## src/alu_pkg.sv

```systemverilog
package alu_pkg;

    // ~~~~~~~~~~~~~~~~~~~~
    // Data word
    // ~~~~~~~~~~~~~~~~~~~~

    localparam int DATA_W   = 8;
    localparam int SIGN_BIT = DATA_W - 1;  // Flags n and v look at this bit.

    typedef logic [DATA_W-1:0] data_t;

    // ~~~~~~~~~~~~~~~~~~~~
    // Function codes
    // ~~~~~~~~~~~~~~~~~~~~

    typedef logic [2:0] alu_fn_t;

    localparam alu_fn_t FN_ADD  = 3'd0;  // Left plus right plus carry in.
    localparam alu_fn_t FN_SUB  = 3'd1;  // Left minus right minus borrow in.
    localparam alu_fn_t FN_AND  = 3'd2;
    localparam alu_fn_t FN_OR   = 3'd3;
    localparam alu_fn_t FN_XOR  = 3'd4;
    localparam alu_fn_t FN_INC  = 3'd5;  // Left plus one.
    localparam alu_fn_t FN_SHL  = 3'd6;  // Bit shifted out goes to c.
    localparam alu_fn_t FN_PASS = 3'd7;  // Left operand unchanged.

    // ~~~~~~~~~~~~~~~~~~~~
    // Flags and result
    // ~~~~~~~~~~~~~~~~~~~~

    // c holds the carry of add, inc and shl, and the borrow of sub.
    // v is only ever set by add and sub.
    typedef struct packed {
        logic n;  // Result sign bit.
        logic z;  // Result is zero.
        logic c;
        logic v;
    } flags_t;

    typedef struct packed {
        data_t  result;
        flags_t flags;
    } alu_res_t;

endpackage

```

## src/bus_pkg.sv

```systemverilog
package bus_pkg;

    typedef logic [2:0] reg_sel_t;

    // ~~~~~~~~~~~~~~~~~~~~
    // Bus sources
    // ~~~~~~~~~~~~~~~~~~~~

    typedef logic [1:0] bus_src_t;

    localparam bus_src_t SRC_EXT  = 2'd0;  // Immediate field of the micro-operation.
    localparam bus_src_t SRC_REG  = 2'd1;  // Bank register named by src_reg.
    localparam bus_src_t SRC_ALU  = 2'd2;  // ALU result.
    localparam bus_src_t SRC_NONE = 2'd3;  // Bus reads zero.

    // ~~~~~~~~~~~~~~~~~~~~
    // Micro-operation
    // ~~~~~~~~~~~~~~~~~~~~

    // One bus transfer with an optional ALU operation and write-back.
    typedef struct packed {
        bus_src_t         src;
        reg_sel_t         src_reg;
        logic             dst_en;     // Write the bus value to dst_reg.
        reg_sel_t         dst_reg;
        reg_sel_t         arg_l;      // Left ALU operand register.
        reg_sel_t         arg_r;      // Right ALU operand register.
        alu_pkg::alu_fn_t fn;
        logic             use_carry;  // Stored c feeds add and sub.
        logic             set_flags;  // Flags register loads the ALU flags.
        alu_pkg::data_t   imm;
    } uop_t;

endpackage

```

## src/alu_block.sv

```systemverilog
module alu_block #(
    parameter int NUM_REGS = 4
) (
    input  logic            clk,
    input  logic            rst_n,
    input  bus_pkg::uop_t   ctl,
    input  logic            exec,
    output alu_pkg::data_t  bus,
    output alu_pkg::flags_t flags_q
);

    import alu_pkg::*;
    import bus_pkg::*;

    data_t    op_l;
    data_t    op_r;
    data_t    reg_word;
    alu_res_t alu_res;
    logic     carry_in;
    logic     reg_we;

    assign reg_we   = exec && ctl.dst_en;
    assign carry_in = ctl.use_carry && flags_q.c;  // Stored c only on request.

    reg_bank #(
        .NUM_REGS(NUM_REGS)
    ) bank0 (
        .clk    (clk),
        .rst_n  (rst_n),
        .rd_l   (ctl.arg_l),
        .rd_r   (ctl.arg_r),
        .rd_bus (ctl.src_reg),
        .q_l    (op_l),
        .q_r    (op_r),
        .q_bus  (reg_word),
        .we     (reg_we),
        .wr_sel (ctl.dst_reg),
        .wr_data(bus)
    );

    alu_core core0 (
        .a  (op_l),
        .b  (op_r),
        .fn (ctl.fn),
        .cin(carry_in),
        .res(alu_res)
    );

    // ~~~~~~~~~~~~~~~~~~~~
    // Bus source mux
    // ~~~~~~~~~~~~~~~~~~~~

    always_comb begin
        bus = '0;
        case (ctl.src)
            SRC_EXT:  bus = ctl.imm;
            SRC_REG:  bus = reg_word;
            SRC_ALU:  bus = alu_res.result;
            SRC_NONE: bus = '0;
        endcase
    end

    // ~~~~~~~~~~~~~~~~~~~~
    // Flags register
    // ~~~~~~~~~~~~~~~~~~~~

    always_ff @(posedge clk) begin
        if (!rst_n) begin
            flags_q <= '0;
        end else if (exec && ctl.set_flags) begin
            flags_q <= alu_res.flags;  // Loads even when the bus carries another source.
        end
    end

endmodule

```

## src/alu_core.sv

```systemverilog
module alu_core (
    input  alu_pkg::data_t    a,
    input  alu_pkg::data_t    b,
    input  alu_pkg::alu_fn_t  fn,
    input  logic              cin,
    output alu_pkg::alu_res_t res
);

    import alu_pkg::*;

    logic [DATA_W:0] sum;  // One extra bit for carry and borrow.
    data_t           result;
    logic            carry;
    logic            ovf;

    always_comb begin
        sum    = '0;
        result = '0;
        carry  = 1'b0;
        ovf    = 1'b0;
        case (fn)
            FN_ADD: begin
                sum    = {1'b0, a} + {1'b0, b} + {{DATA_W{1'b0}}, cin};
                result = sum[DATA_W-1:0];
                carry  = sum[DATA_W];
                // Same operand signs with a different result sign.
                ovf    = (a[SIGN_BIT] == b[SIGN_BIT]) && (result[SIGN_BIT] != a[SIGN_BIT]);
            end
            FN_SUB: begin
                sum    = {1'b0, a} - {1'b0, b} - {{DATA_W{1'b0}}, cin};
                result = sum[DATA_W-1:0];
                carry  = sum[DATA_W];  // Set when the difference went negative.
                ovf    = (a[SIGN_BIT] != b[SIGN_BIT]) && (result[SIGN_BIT] != a[SIGN_BIT]);
            end
            FN_AND: begin
                result = a & b;
            end
            FN_OR: begin
                result = a | b;
            end
            FN_XOR: begin
                result = a ^ b;
            end
            FN_INC: begin
                sum    = {1'b0, a} + {{DATA_W{1'b0}}, 1'b1};
                result = sum[DATA_W-1:0];
                carry  = sum[DATA_W];
            end
            FN_SHL: begin
                result = {a[DATA_W-2:0], 1'b0};
                carry  = a[SIGN_BIT];
            end
            FN_PASS: begin
                result = a;
            end
            default: begin
                result = a;
            end
        endcase
    end

    // ~~~~~~~~~~~~~~~~~~~~
    // Result and flags
    // ~~~~~~~~~~~~~~~~~~~~

    always_comb begin
        res.result  = result;
        res.flags.n = result[SIGN_BIT];
        res.flags.z = (result == '0);
        res.flags.c = carry;
        res.flags.v = ovf;
    end

endmodule

```

## src/datapath_top.sv

```systemverilog
module datapath_top #(
    parameter int NUM_REGS = 4
) (
    input  logic            clk,
    input  logic            rst_n,
    input  logic            req,
    input  bus_pkg::uop_t   uop,
    output logic            ack,
    output alu_pkg::data_t  bus_value,
    output alu_pkg::flags_t flags
);

    import alu_pkg::*;
    import bus_pkg::*;

    uop_t   ctl;
    logic   exec;
    data_t  bus;
    flags_t flags_q;

    uop_sequencer seq0 (
        .clk      (clk),
        .rst_n    (rst_n),
        .req      (req),
        .uop      (uop),
        .ack      (ack),
        .bus_value(bus_value),
        .flags    (flags),
        .ctl      (ctl),
        .exec     (exec),
        .bus      (bus),
        .flags_q  (flags_q)
    );

    alu_block #(
        .NUM_REGS(NUM_REGS)
    ) blk0 (
        .clk    (clk),
        .rst_n  (rst_n),
        .ctl    (ctl),
        .exec   (exec),
        .bus    (bus),
        .flags_q(flags_q)
    );

endmodule

```

## src/reg_bank.sv

```systemverilog
module reg_bank #(
    parameter int NUM_REGS = 4
) (
    input  logic              clk,
    input  logic              rst_n,
    input  bus_pkg::reg_sel_t rd_l,
    input  bus_pkg::reg_sel_t rd_r,
    input  bus_pkg::reg_sel_t rd_bus,
    output alu_pkg::data_t    q_l,
    output alu_pkg::data_t    q_r,
    output alu_pkg::data_t    q_bus,
    input  logic              we,
    input  bus_pkg::reg_sel_t wr_sel,
    input  alu_pkg::data_t    wr_data
);

    import alu_pkg::*;
    import bus_pkg::*;

    data_t regs [NUM_REGS];

    // Selects with no matching register fall through to zero.
    function automatic data_t read_word(input reg_sel_t sel);
        data_t word;
        word = '0;
        for (int i = 0; i < NUM_REGS; i++) begin
            if (sel == reg_sel_t'(i)) begin
                word = regs[i];
            end
        end
        return word;
    endfunction

    // A write to an index at or above NUM_REGS matches no entry.
    always_ff @(posedge clk) begin
        for (int i = 0; i < NUM_REGS; i++) begin
            if (!rst_n) begin
                regs[i] <= '0;
            end else if (we && (wr_sel == reg_sel_t'(i))) begin
                regs[i] <= wr_data;
            end
        end
    end

    always_comb begin
        q_l   = read_word(rd_l);
        q_r   = read_word(rd_r);
        q_bus = read_word(rd_bus);  // Source register for SRC_REG.
    end

endmodule

```

## src/uop_sequencer.sv

```systemverilog
module uop_sequencer (
    input  logic            clk,
    input  logic            rst_n,
    input  logic            req,
    input  bus_pkg::uop_t   uop,
    output logic            ack,
    output alu_pkg::data_t  bus_value,
    output alu_pkg::flags_t flags,
    output bus_pkg::uop_t   ctl,
    output logic            exec,
    input  alu_pkg::data_t  bus,
    input  alu_pkg::flags_t flags_q
);

    typedef enum logic [1:0] {
        IDLE,
        EXEC,
        DONE
    } state_t;

    state_t state;
    logic   accept;

    assign accept = (state == IDLE) && req;

    // ~~~~~~~~~~~~~~~~~~~~
    // Handshake FSM
    // ~~~~~~~~~~~~~~~~~~~~

    always_ff @(posedge clk) begin
        if (!rst_n) begin
            state <= IDLE;
            ack   <= 1'b0;
        end else begin
            case (state)
                IDLE: begin
                    if (req) begin
                        state <= EXEC;
                    end
                end
                EXEC: begin
                    state <= DONE;
                    ack   <= 1'b1;  // Result and flags are valid from this edge on.
                end
                DONE: begin
                    if (!req) begin
                        state <= IDLE;
                        ack   <= 1'b0;
                    end
                end
                default: begin
                    state <= IDLE;
                    ack   <= 1'b0;
                end
            endcase
        end
    end

    // ~~~~~~~~~~~~~~~~~~~~
    // Payload capture
    // ~~~~~~~~~~~~~~~~~~~~

    always_ff @(posedge clk) begin
        if (accept) begin
            ctl <= uop;  // Held steady for the ALU block until the next request.
        end
        if (state == EXEC) begin
            bus_value <= bus;
        end
    end

    // The ALU block writes back on the single EXEC cycle.
    assign exec = (state == EXEC);

    // Flags only change on exec, so they stay stable while ack is high.
    assign flags = flags_q;

endmodule
```

## config.mk

```make
export PLATFORM = sky130hd
export DESIGN_NAME = datapath_top
export DESIGN_NICKNAME = d
export VERILOG_FILES = /design/src/alu_pkg.sv /design/src/bus_pkg.sv /design/src/alu_block.sv /design/src/alu_core.sv /design/src/datapath_top.sv /design/src/reg_bank.sv /design/src/uop_sequencer.sv
export SDC_FILE = /design/constraint.sdc
export NUM_CORES = 1
export LEC_CHECK = 0
export BUFFER_PORTS_ARGS = -buffer_cell sky130_fd_sc_hd__buf_2
export CAP_MARGIN = 20
export CORE_MARGIN = 3
export CORE_UTILIZATION = 61
export CTS_CLUSTER_DIAMETER = 80
export DETAILED_ROUTE_END_ITERATION = 8
export HOLD_SLACK_MARGIN = 0.06
export PLACE_DENSITY = 0.9
export SETUP_SLACK_MARGIN = 0.4
export SYNTH_ARGS = -nofsm -noshare
export SYNTH_HDL_FRONTEND = slang
export SYNTH_SLANG_ARGS = --single-unit
```

## constraint.sdc

```tcl
create_clock -name clk -period 5.2 [get_ports clk]
set_input_delay 1.3 -clock clk [delete_from_list [all_inputs] [get_ports clk]]
set_output_delay 1.3 -clock clk [all_outputs]
set_load 0.005 [all_outputs]
```

==> flow_metrics.env, run 1 <==
export IMPL_synth_fp_nets=571
export IMPL_cpPeakStageDelay_ns=0.90
export IMPL_grt_pass1_wl_um=20900
export IMPL_post_synth_fa_ha_maj_area_fraction_pct=8.49
export IMPL_finalSetupTns_ns=0
export IMPL_holdBufCountCts=0
export IMPL_postRouteAntennaNets=0
export IMPL_drt_pass1_iter_count=5
export IMPL_synth_top_family_by_area="compound AO/OA/AOI/OAI gates"
export IMPL_fp_dieH_um=98.5
export IMPL_endpoint_kind="flop"
export IMPL_postCtsSetupRepairBufs=0
export IMPL_path_buf_inv=1
export IMPL_clk_latency_ns=0.35
export IMPL_grt_max_degree=31
export IMPL_synthXorXnorAreaFrac_pct=2.52
export IMPL_syn_inst=507
export IMPL_syn2layout_area_growth_pct=9.23
export IMPL_holdCritPathClass="reg -> reg"
export IMPL_worstPathRequired_ns=5.38
export IMPL_cts_tree="done"
export IMPL_instances_no_fill=652
export IMPL_drv_cap=0
export IMPL_core_area_um2=8260
export IMPL_grt_pass1_vias=4262
export IMPL_synth_seq_cells=75
export IMPL_crit_arrival_ns=4.54
export IMPL_crit_type="reg -> reg"
export IMPL_finalCritPeriodShare_pct=83.8
export IMPL_cts_resized=0
export IMPL_dp_cells=636
export IMPL_cp_slowest_cell="edfxtp_1"
export IMPL_drv_slew=0
export IMPL_avgSynthCellArea_um2=10.3
export IMPL_routed_wl_um=13000
export IMPL_async_flop_share_pct=0
export IMPL_antenna_cells=0
export IMPL_hold_viol_final=0
export IMPL_wl_met3_um=1080
export IMPL_clk_pin_slew_ns=0.07
export IMPL_vias=4260
export IMPL_power_density_nw_per_um2=270
export IMPL_syn_area_um2=5220
export IMPL_synth_compound_area_share_pct=19.3
export IMPL_crit_top_cell="mux2i_1"
export IMPL_h_tree_depth=3
export IMPL_leakage_nw=2.23
export IMPL_start_util_pct=63.2
export IMPL_ir_drop_v=0.000290
export IMPL_finalClockSkew_ns=0.00857
export IMPL_crit_chain="mux2i_1 > a211oi_1 > inv_1 > ha_1 > or3b_1 > o221ai_1 > o31a_1 > a22o_1 > mux2i_1 > a2bb2oi_1 > a21oi_4 > nor3_1"
export IMPL_cts_buffer_depth=2
export IMPL_yosys_warnings=0
export IMPL_dieWidth_um=98.5
export IMPL_synth_edf_count=68
export IMPL_status="finished clean"
export IMPL_grtUsageTotal_pct=27.3
export IMPL_dr_wl_met2_um=6400
export IMPL_slew_headroom_pct=34.7
export IMPL_antenna_found_initial=0
export IMPL_die_area_um2=9700
export IMPL_top_layer_used="met4"
export IMPL_synth_distinct_cells=76
export IMPL_portBuffers=43
export IMPL_synth_mux_area_share_pct=7.80
export IMPL_critPathTopFamily="compound AO/OA/AOI/OAI gates"
export IMPL_synth_seq_area_share_pct=41.8
export IMPL_wire_per_inst_um=19.9
export IMPL_overflow=0
export IMPL_cts_inserted_buffers=9
export IMPL_synth_flop_cell="edfxtp_1"
export IMPL_drt_met1_wl_um=5040
export IMPL_root_buffer="clkbuf_8"
export IMPL_cts_sinks=75
export IMPL_rsz0062_at_grt="false"
export IMPL_layout_nets=606
export IMPL_worstSetupStartpointType="flop"
export IMPL_drt_iter0_drc=421
export IMPL_period_minus_slack_ns=4.36
export IMPL_critPathMaxFanout=24
export IMPL_yosys_area_share_simple_pct=14.7
export IMPL_viasPerCell=6.53
export IMPL_max_clock_freq_mhz=229
export IMPL_io_pins=44
export IMPL_gp_congestion=0.965
export IMPL_rows=33
export IMPL_nFillCells=592
export IMPL_drive_gt1_share_pct=17.4
export IMPL_finalSetupViolCount=0
export IMPL_drc=0
export IMPL_worst_pin_slew_ns=0.979
export IMPL_hpwl_um=9680
## layer usage
metal  up-vias  track usage [%]
met2       241             45.8
li1       1948                -
met3        43             6.09
met4         0             13.4
met1      2028             33.4
met5         -                0
## flip-flops by register name (all words and copies together), names as in the netlist
name,cells
blk0.bank0.regs,32
blk0.flags_q,4
seq0.ack,1
seq0.bus_value,8
seq0.ctl,28
seq0.state,2
## stage by stage
step	total power, mW	utilization, %	hold WS, ns	setup WS [ns]	cell area (um2)
finish	1.54	69.0	0.453	0.842	5700
global route	1.61	69.0	0.485	0.448	5700
CTS	1.54	69.0	0.456	0.809	5700
detailed placement	1.09	66.5	0.446	0.818	5490
global placement	1.08	66.5	0.444	1.03	5490
floorplan	0.997	-	0.447	1.09	5220
## path summary, 6_finish.rpt
kind	start	end	slack, ns	cells after the start
min reg2reg	blk0.flags_q[3]	blk0.flags_q[3]	0.45	2
max reg2reg	seq0.ctl[14]	blk0.bank0.regs[0][7]	0.84	12
max	seq0.ctl[14]	blk0.bank0.regs[0][7]	0.84	12
min	blk0.flags_q[3]	blk0.flags_q[3]	0.45	2
## final cells by class
cell class                      instances  area (um2)  share of cell area (%)
Timing Repair Buffer                   50         268                    4.70
Clock buffer                           12         155                    2.72
Clock inverter                          4        50.0                   0.878
Sequential cell                        75        2180                    38.3
Inverter                               41         155                    2.72
Multi-Input combinational cell        365        2760                    48.4
Tap cell                              105         131                    2.31
## power breakdown
group / switching (mW) / internal, mW
Combinational: 0.206 / 0.149
Clock: 0.203 / 0.247
Sequential: 0.0434 / 0.693
Total: 0.452 / 1.09
## cells in the final DEF, fill, tap and decap left out, types with 7 or more instances in the layout
cell | Yosys | final
buf_2 | 0 | 43
nor2b_1 | 23 | 23
nand2b_1 | 10 | 10
o21ai_0 | 21 | 21
nor3_1 | 10 | 10
edfxtp_1 | 68 | 68
inv_1 | 34 | 34
o221ai_1 | 9 | 9
nand2_1 | 31 | 31
a21oi_1 | 17 | 17
ha_1 | 29 | 29
dfxtp_1 | 7 | 7
clkbuf_8 | 0 | 11
a211oi_1 | 25 | 25
nor2_1 | 37 | 36
mux2i_1 | 26 | 26
buf_4 | 1 | 7
xnor2_1 | 10 | 10
## cells by family after synthesis
kind of cell    Yosys count
flops                    75
fa+ha+maj                33
xor+xnor                 15
simple gates            148
compound gates          135
mux                      34
buf+inv                  67
## tightest hold or removal path, stage by stage (launching register included)
cell	delay (ns)
dfxtp_1	0.31
nand2_1	0.05
a21boi_1	0.05
## synthesized netlist by cell type, drive strengths merged, types with 4 or more instances
cell / count / share of area [%]
a211oi: 25 / 3.6
a21o: 5 / 0.72
a21oi: 18 / 1.9
a31oi: 4 / 0.48
a32oi: 4 / 0.67
buf: 10 / 1.2
clkbuf: 16 / 1.2
dfxtp: 7 / 2.7
edfxtp: 68 / 39
fa: 4 / 1.5
ha: 29 / 7.0
inv: 40 / 2.9
mux2i: 26 / 5.0
mux4: 5 / 2.2
nand2: 32 / 2.4
nand2b: 10 / 1.2
nand3: 6 / 0.67
nand3b: 5 / 0.72
nor2: 37 / 2.7
nor2b: 23 / 2.8
nor3: 11 / 1.2
o211ai: 5 / 0.82
o21ai: 24 / 2.3
o221ai: 9 / 1.5
o22a: 4 / 0.70
o22ai: 4 / 1.1
or2: 7 / 0.89
or3: 4 / 0.48
xnor2: 10 / 1.7
xor2: 5 / 0.84
Power figures use the tool's default switching activity.
==> inputs of run 2 (changes only) <==
==> constraint.sdc (replaced) <==
create_clock -name clk -period 4.07 [get_ports clk]
set_input_delay 1.0175 -clock clk [delete_from_list [all_inputs] [get_ports clk]]
set_output_delay 1.0175 -clock clk [all_outputs]
set_load 0.005 [all_outputs]
==> run 2 against run 1 <==
Setup slack got worse by 0.44 ns. Total power rose by 37%. Clock power rose by 38%. Routed wire length rose by 14%. Hold slack improved by 0.035 ns. Non-clock buffer count rose by 22. Maximum frequency rose by 19%. Via count rose by 5.7%. Largest power group unchanged.
==> flow_metrics.env, run 2 (synthesis results as in run 1) <==
export IMPL_dp_slack_ns=0.180
export IMPL_slew_headroom_pct=31.2
export IMPL_critPathTopFamily="compound AO/OA/AOI/OAI gates"
export IMPL_finalSetupViolCount=0
export IMPL_drt_pass1_iter_count=5
export IMPL_ir_drop_v=0.000379
export IMPL_period_minus_slack_ns=3.67
export IMPL_max_clock_freq_mhz=273
export IMPL_grt_max_degree=31
export IMPL_vias=4501
export IMPL_fp_dieH_um=98.5
export IMPL_drv_cap=0
export IMPL_power_density_nw_per_um2=343
export IMPL_grt_pass1_vias=4334
export IMPL_min_from="blk0.flags_q[1]"
export IMPL_antenna_cells=0
export IMPL_worst_pin_slew_ns=1.02
export IMPL_drc=0
export IMPL_layout_nets=628
export IMPL_viasPerCell=6.68
export IMPL_cp_slowest_cell="fa_2"
export IMPL_crit_arrival_ns=3.75
export IMPL_cpPeakStageDelay_ns=0.50
export IMPL_cts_buffer_depth=2
export IMPL_worstPathRequired_ns=4.15
export IMPL_critPathMaxFanout=6
export IMPL_cts_tree="done"
export IMPL_endpoint_kind="flop"
export IMPL_holdCritPathClass="reg -> reg"
export IMPL_wire_per_inst_um=21.9
export IMPL_start_util_pct=63.2
export IMPL_cts_inserted_buffers=9
export IMPL_h_tree_depth=3
export IMPL_crit_type="reg -> reg"
export IMPL_grtUsageTotal_pct=29.0
export IMPL_setup_slack_ns=0.403
export IMPL_regMostFlops="blk0.bank0.regs"
export IMPL_core_area_um2=8260
export IMPL_rsz0062_at_grt="true"
export IMPL_dieWidth_um=98.5
export IMPL_die_area_um2=9700
export IMPL_worstSetupStartpointType="flop"
export IMPL_hpwl_um=10100
export IMPL_clk_pin_slew_ns=0.08
export IMPL_syn2layout_area_growth_pct=17.6
export IMPL_drt_iter0_drc=441
export IMPL_io_pins=44
export IMPL_postRouteAntennaNets=0
export IMPL_final_common_cell="edfxtp_1"
export IMPL_root_buffer="clkbuf_8"
export IMPL_crit_start="seq0.ctl[18]"
export IMPL_finalClockSkew_ns=0.0134
export IMPL_overflow=0
export IMPL_regArea_um2=2180
export IMPL_clk_latency_ns=0.35
export IMPL_cp_endpoint="blk0.bank0.regs[3][1]"
export IMPL_r2r_cells=12
export IMPL_grt_pass1_wl_um=22300
export IMPL_portBuffers=43
export IMPL_finalCritPeriodShare_pct=90.1
export IMPL_largest_reg_flops=32
export IMPL_antenna_found_initial=0
export IMPL_top_regs="blk0.bank0.regs (32), seq0.ctl (28), seq0.bus_value (8)"
export IMPL_crit_chain="or2_4 > o22a_4 > fa_2 > buf_4 > fa_2 > o21ai_0 > a22oi_1 > o21bai_1 > a32oi_1 > nand2_1 > o211ai_1 > nor2_1"
export IMPL_crit_top_cell="fa_2"
export IMPL_drive_gt1_share_pct=27.6
export IMPL_gp_congestion=0.969
export IMPL_cp_depth=12
export IMPL_drv_slew=0
export IMPL_holdBufCountCts=0
export IMPL_r2r_start="seq0.ctl[18]"
export IMPL_path_buf_inv=1
export IMPL_nFillCells=529
export IMPL_cts_sinks=75
export IMPL_reg2reg_slack_ns=0.40
export IMPL_final_cell_mix="68 x edfxtp_1, 43 x buf_2, 33 x inv_1"
export IMPL_leakage_nw=2.36
export IMPL_finalSetupTns_ns=0
export IMPL_hold_viol_final=0
export IMPL_routed_wl_um=14800
export IMPL_status="finished clean"
export IMPL_multiInputGateArea_um2=3000
export IMPL_reg2reg_to="blk0.bank0.regs[3][1]"
export IMPL_rows=33
## run 2: power by group
group	internal (mW)	switching (mW)
clock	0.347	0.274
combinational	0.237	0.311
sequential	0.886	0.0496
## run 2: cell type report
| class | instances | share of cell area [%] |
|---|---|---|
| clock buffers | 10 | 2.08 |
| clock inverters | 6 | 1.47 |
| inverters | 41 | 2.53 |
| multi-input cells | 365 | 48.9 |
| flip-flops and latches | 75 | 35.6 |
| well taps | 105 | 2.14 |
| repair buffers | 72 | 7.30 |
## run 2: per-layer routing
| metal | routed length [um] | up-vias | global-route usage, % |
|---|---|---|---|
| met5 | 0 | - | 0 |
| met4 | 536 | 0 | 14.9 |
| met3 | 1260 | 58 | 3.75 |
| met2 | 7410 | 289 | 48.4 |
| met1 | 5560 | 2164 | 37.1 |
| li1 | - | 1990 | - |
## run 2: tightest hold or removal path, stage by stage, from the launching register on
cell      delay [ns]
dfxtp_1         0.33
nand2_1         0.06
a21boi_1        0.05
## run 2: worst min-delay path by stage
| stage | end | slack (ns) | cells after the start |
|---|---|---|---|
| 2_1_floorplan | seq0.ack | 0.45 | 1 |
| 5_1_grt | blk0.flags_q[1] | 0.51 | 2 |
| 6_report | blk0.flags_q[1] | 0.49 | 2 |
| 4_1_cts | blk0.flags_q[3] | 0.46 | 2 |
| 3_5_place_dp | blk0.flags_q[3] | 0.45 | 2 |
| 3_3_place_gp | blk0.flags_q[3] | 0.44 | 2 |
## run 2: through the flow
stage	hold WS (ns)	total power, mW	cell area (um2)	cells	utilization [%]
6_report	0.488	2.10	6130	674	74.3
5_1_grt	0.508	2.17	6130	674	74.3
4_1_cts	0.460	2.03	5900	669	71.4
3_5_place_dp	0.446	1.41	5580	646	67.6
3_3_place_gp	0.445	1.39	5580	646	67.6
2_1_floorplan	0.447	1.28	5240	507	-
## run 2: timing repair
| action | in CTS | in global routing |
|---|---|---|
| buffers inserted | 7 | 5 |
| setup endpoints to repair | 25 | 33 |
| gates resized for setup | 8 | 40 |
| pin swaps | 2 | 21 |
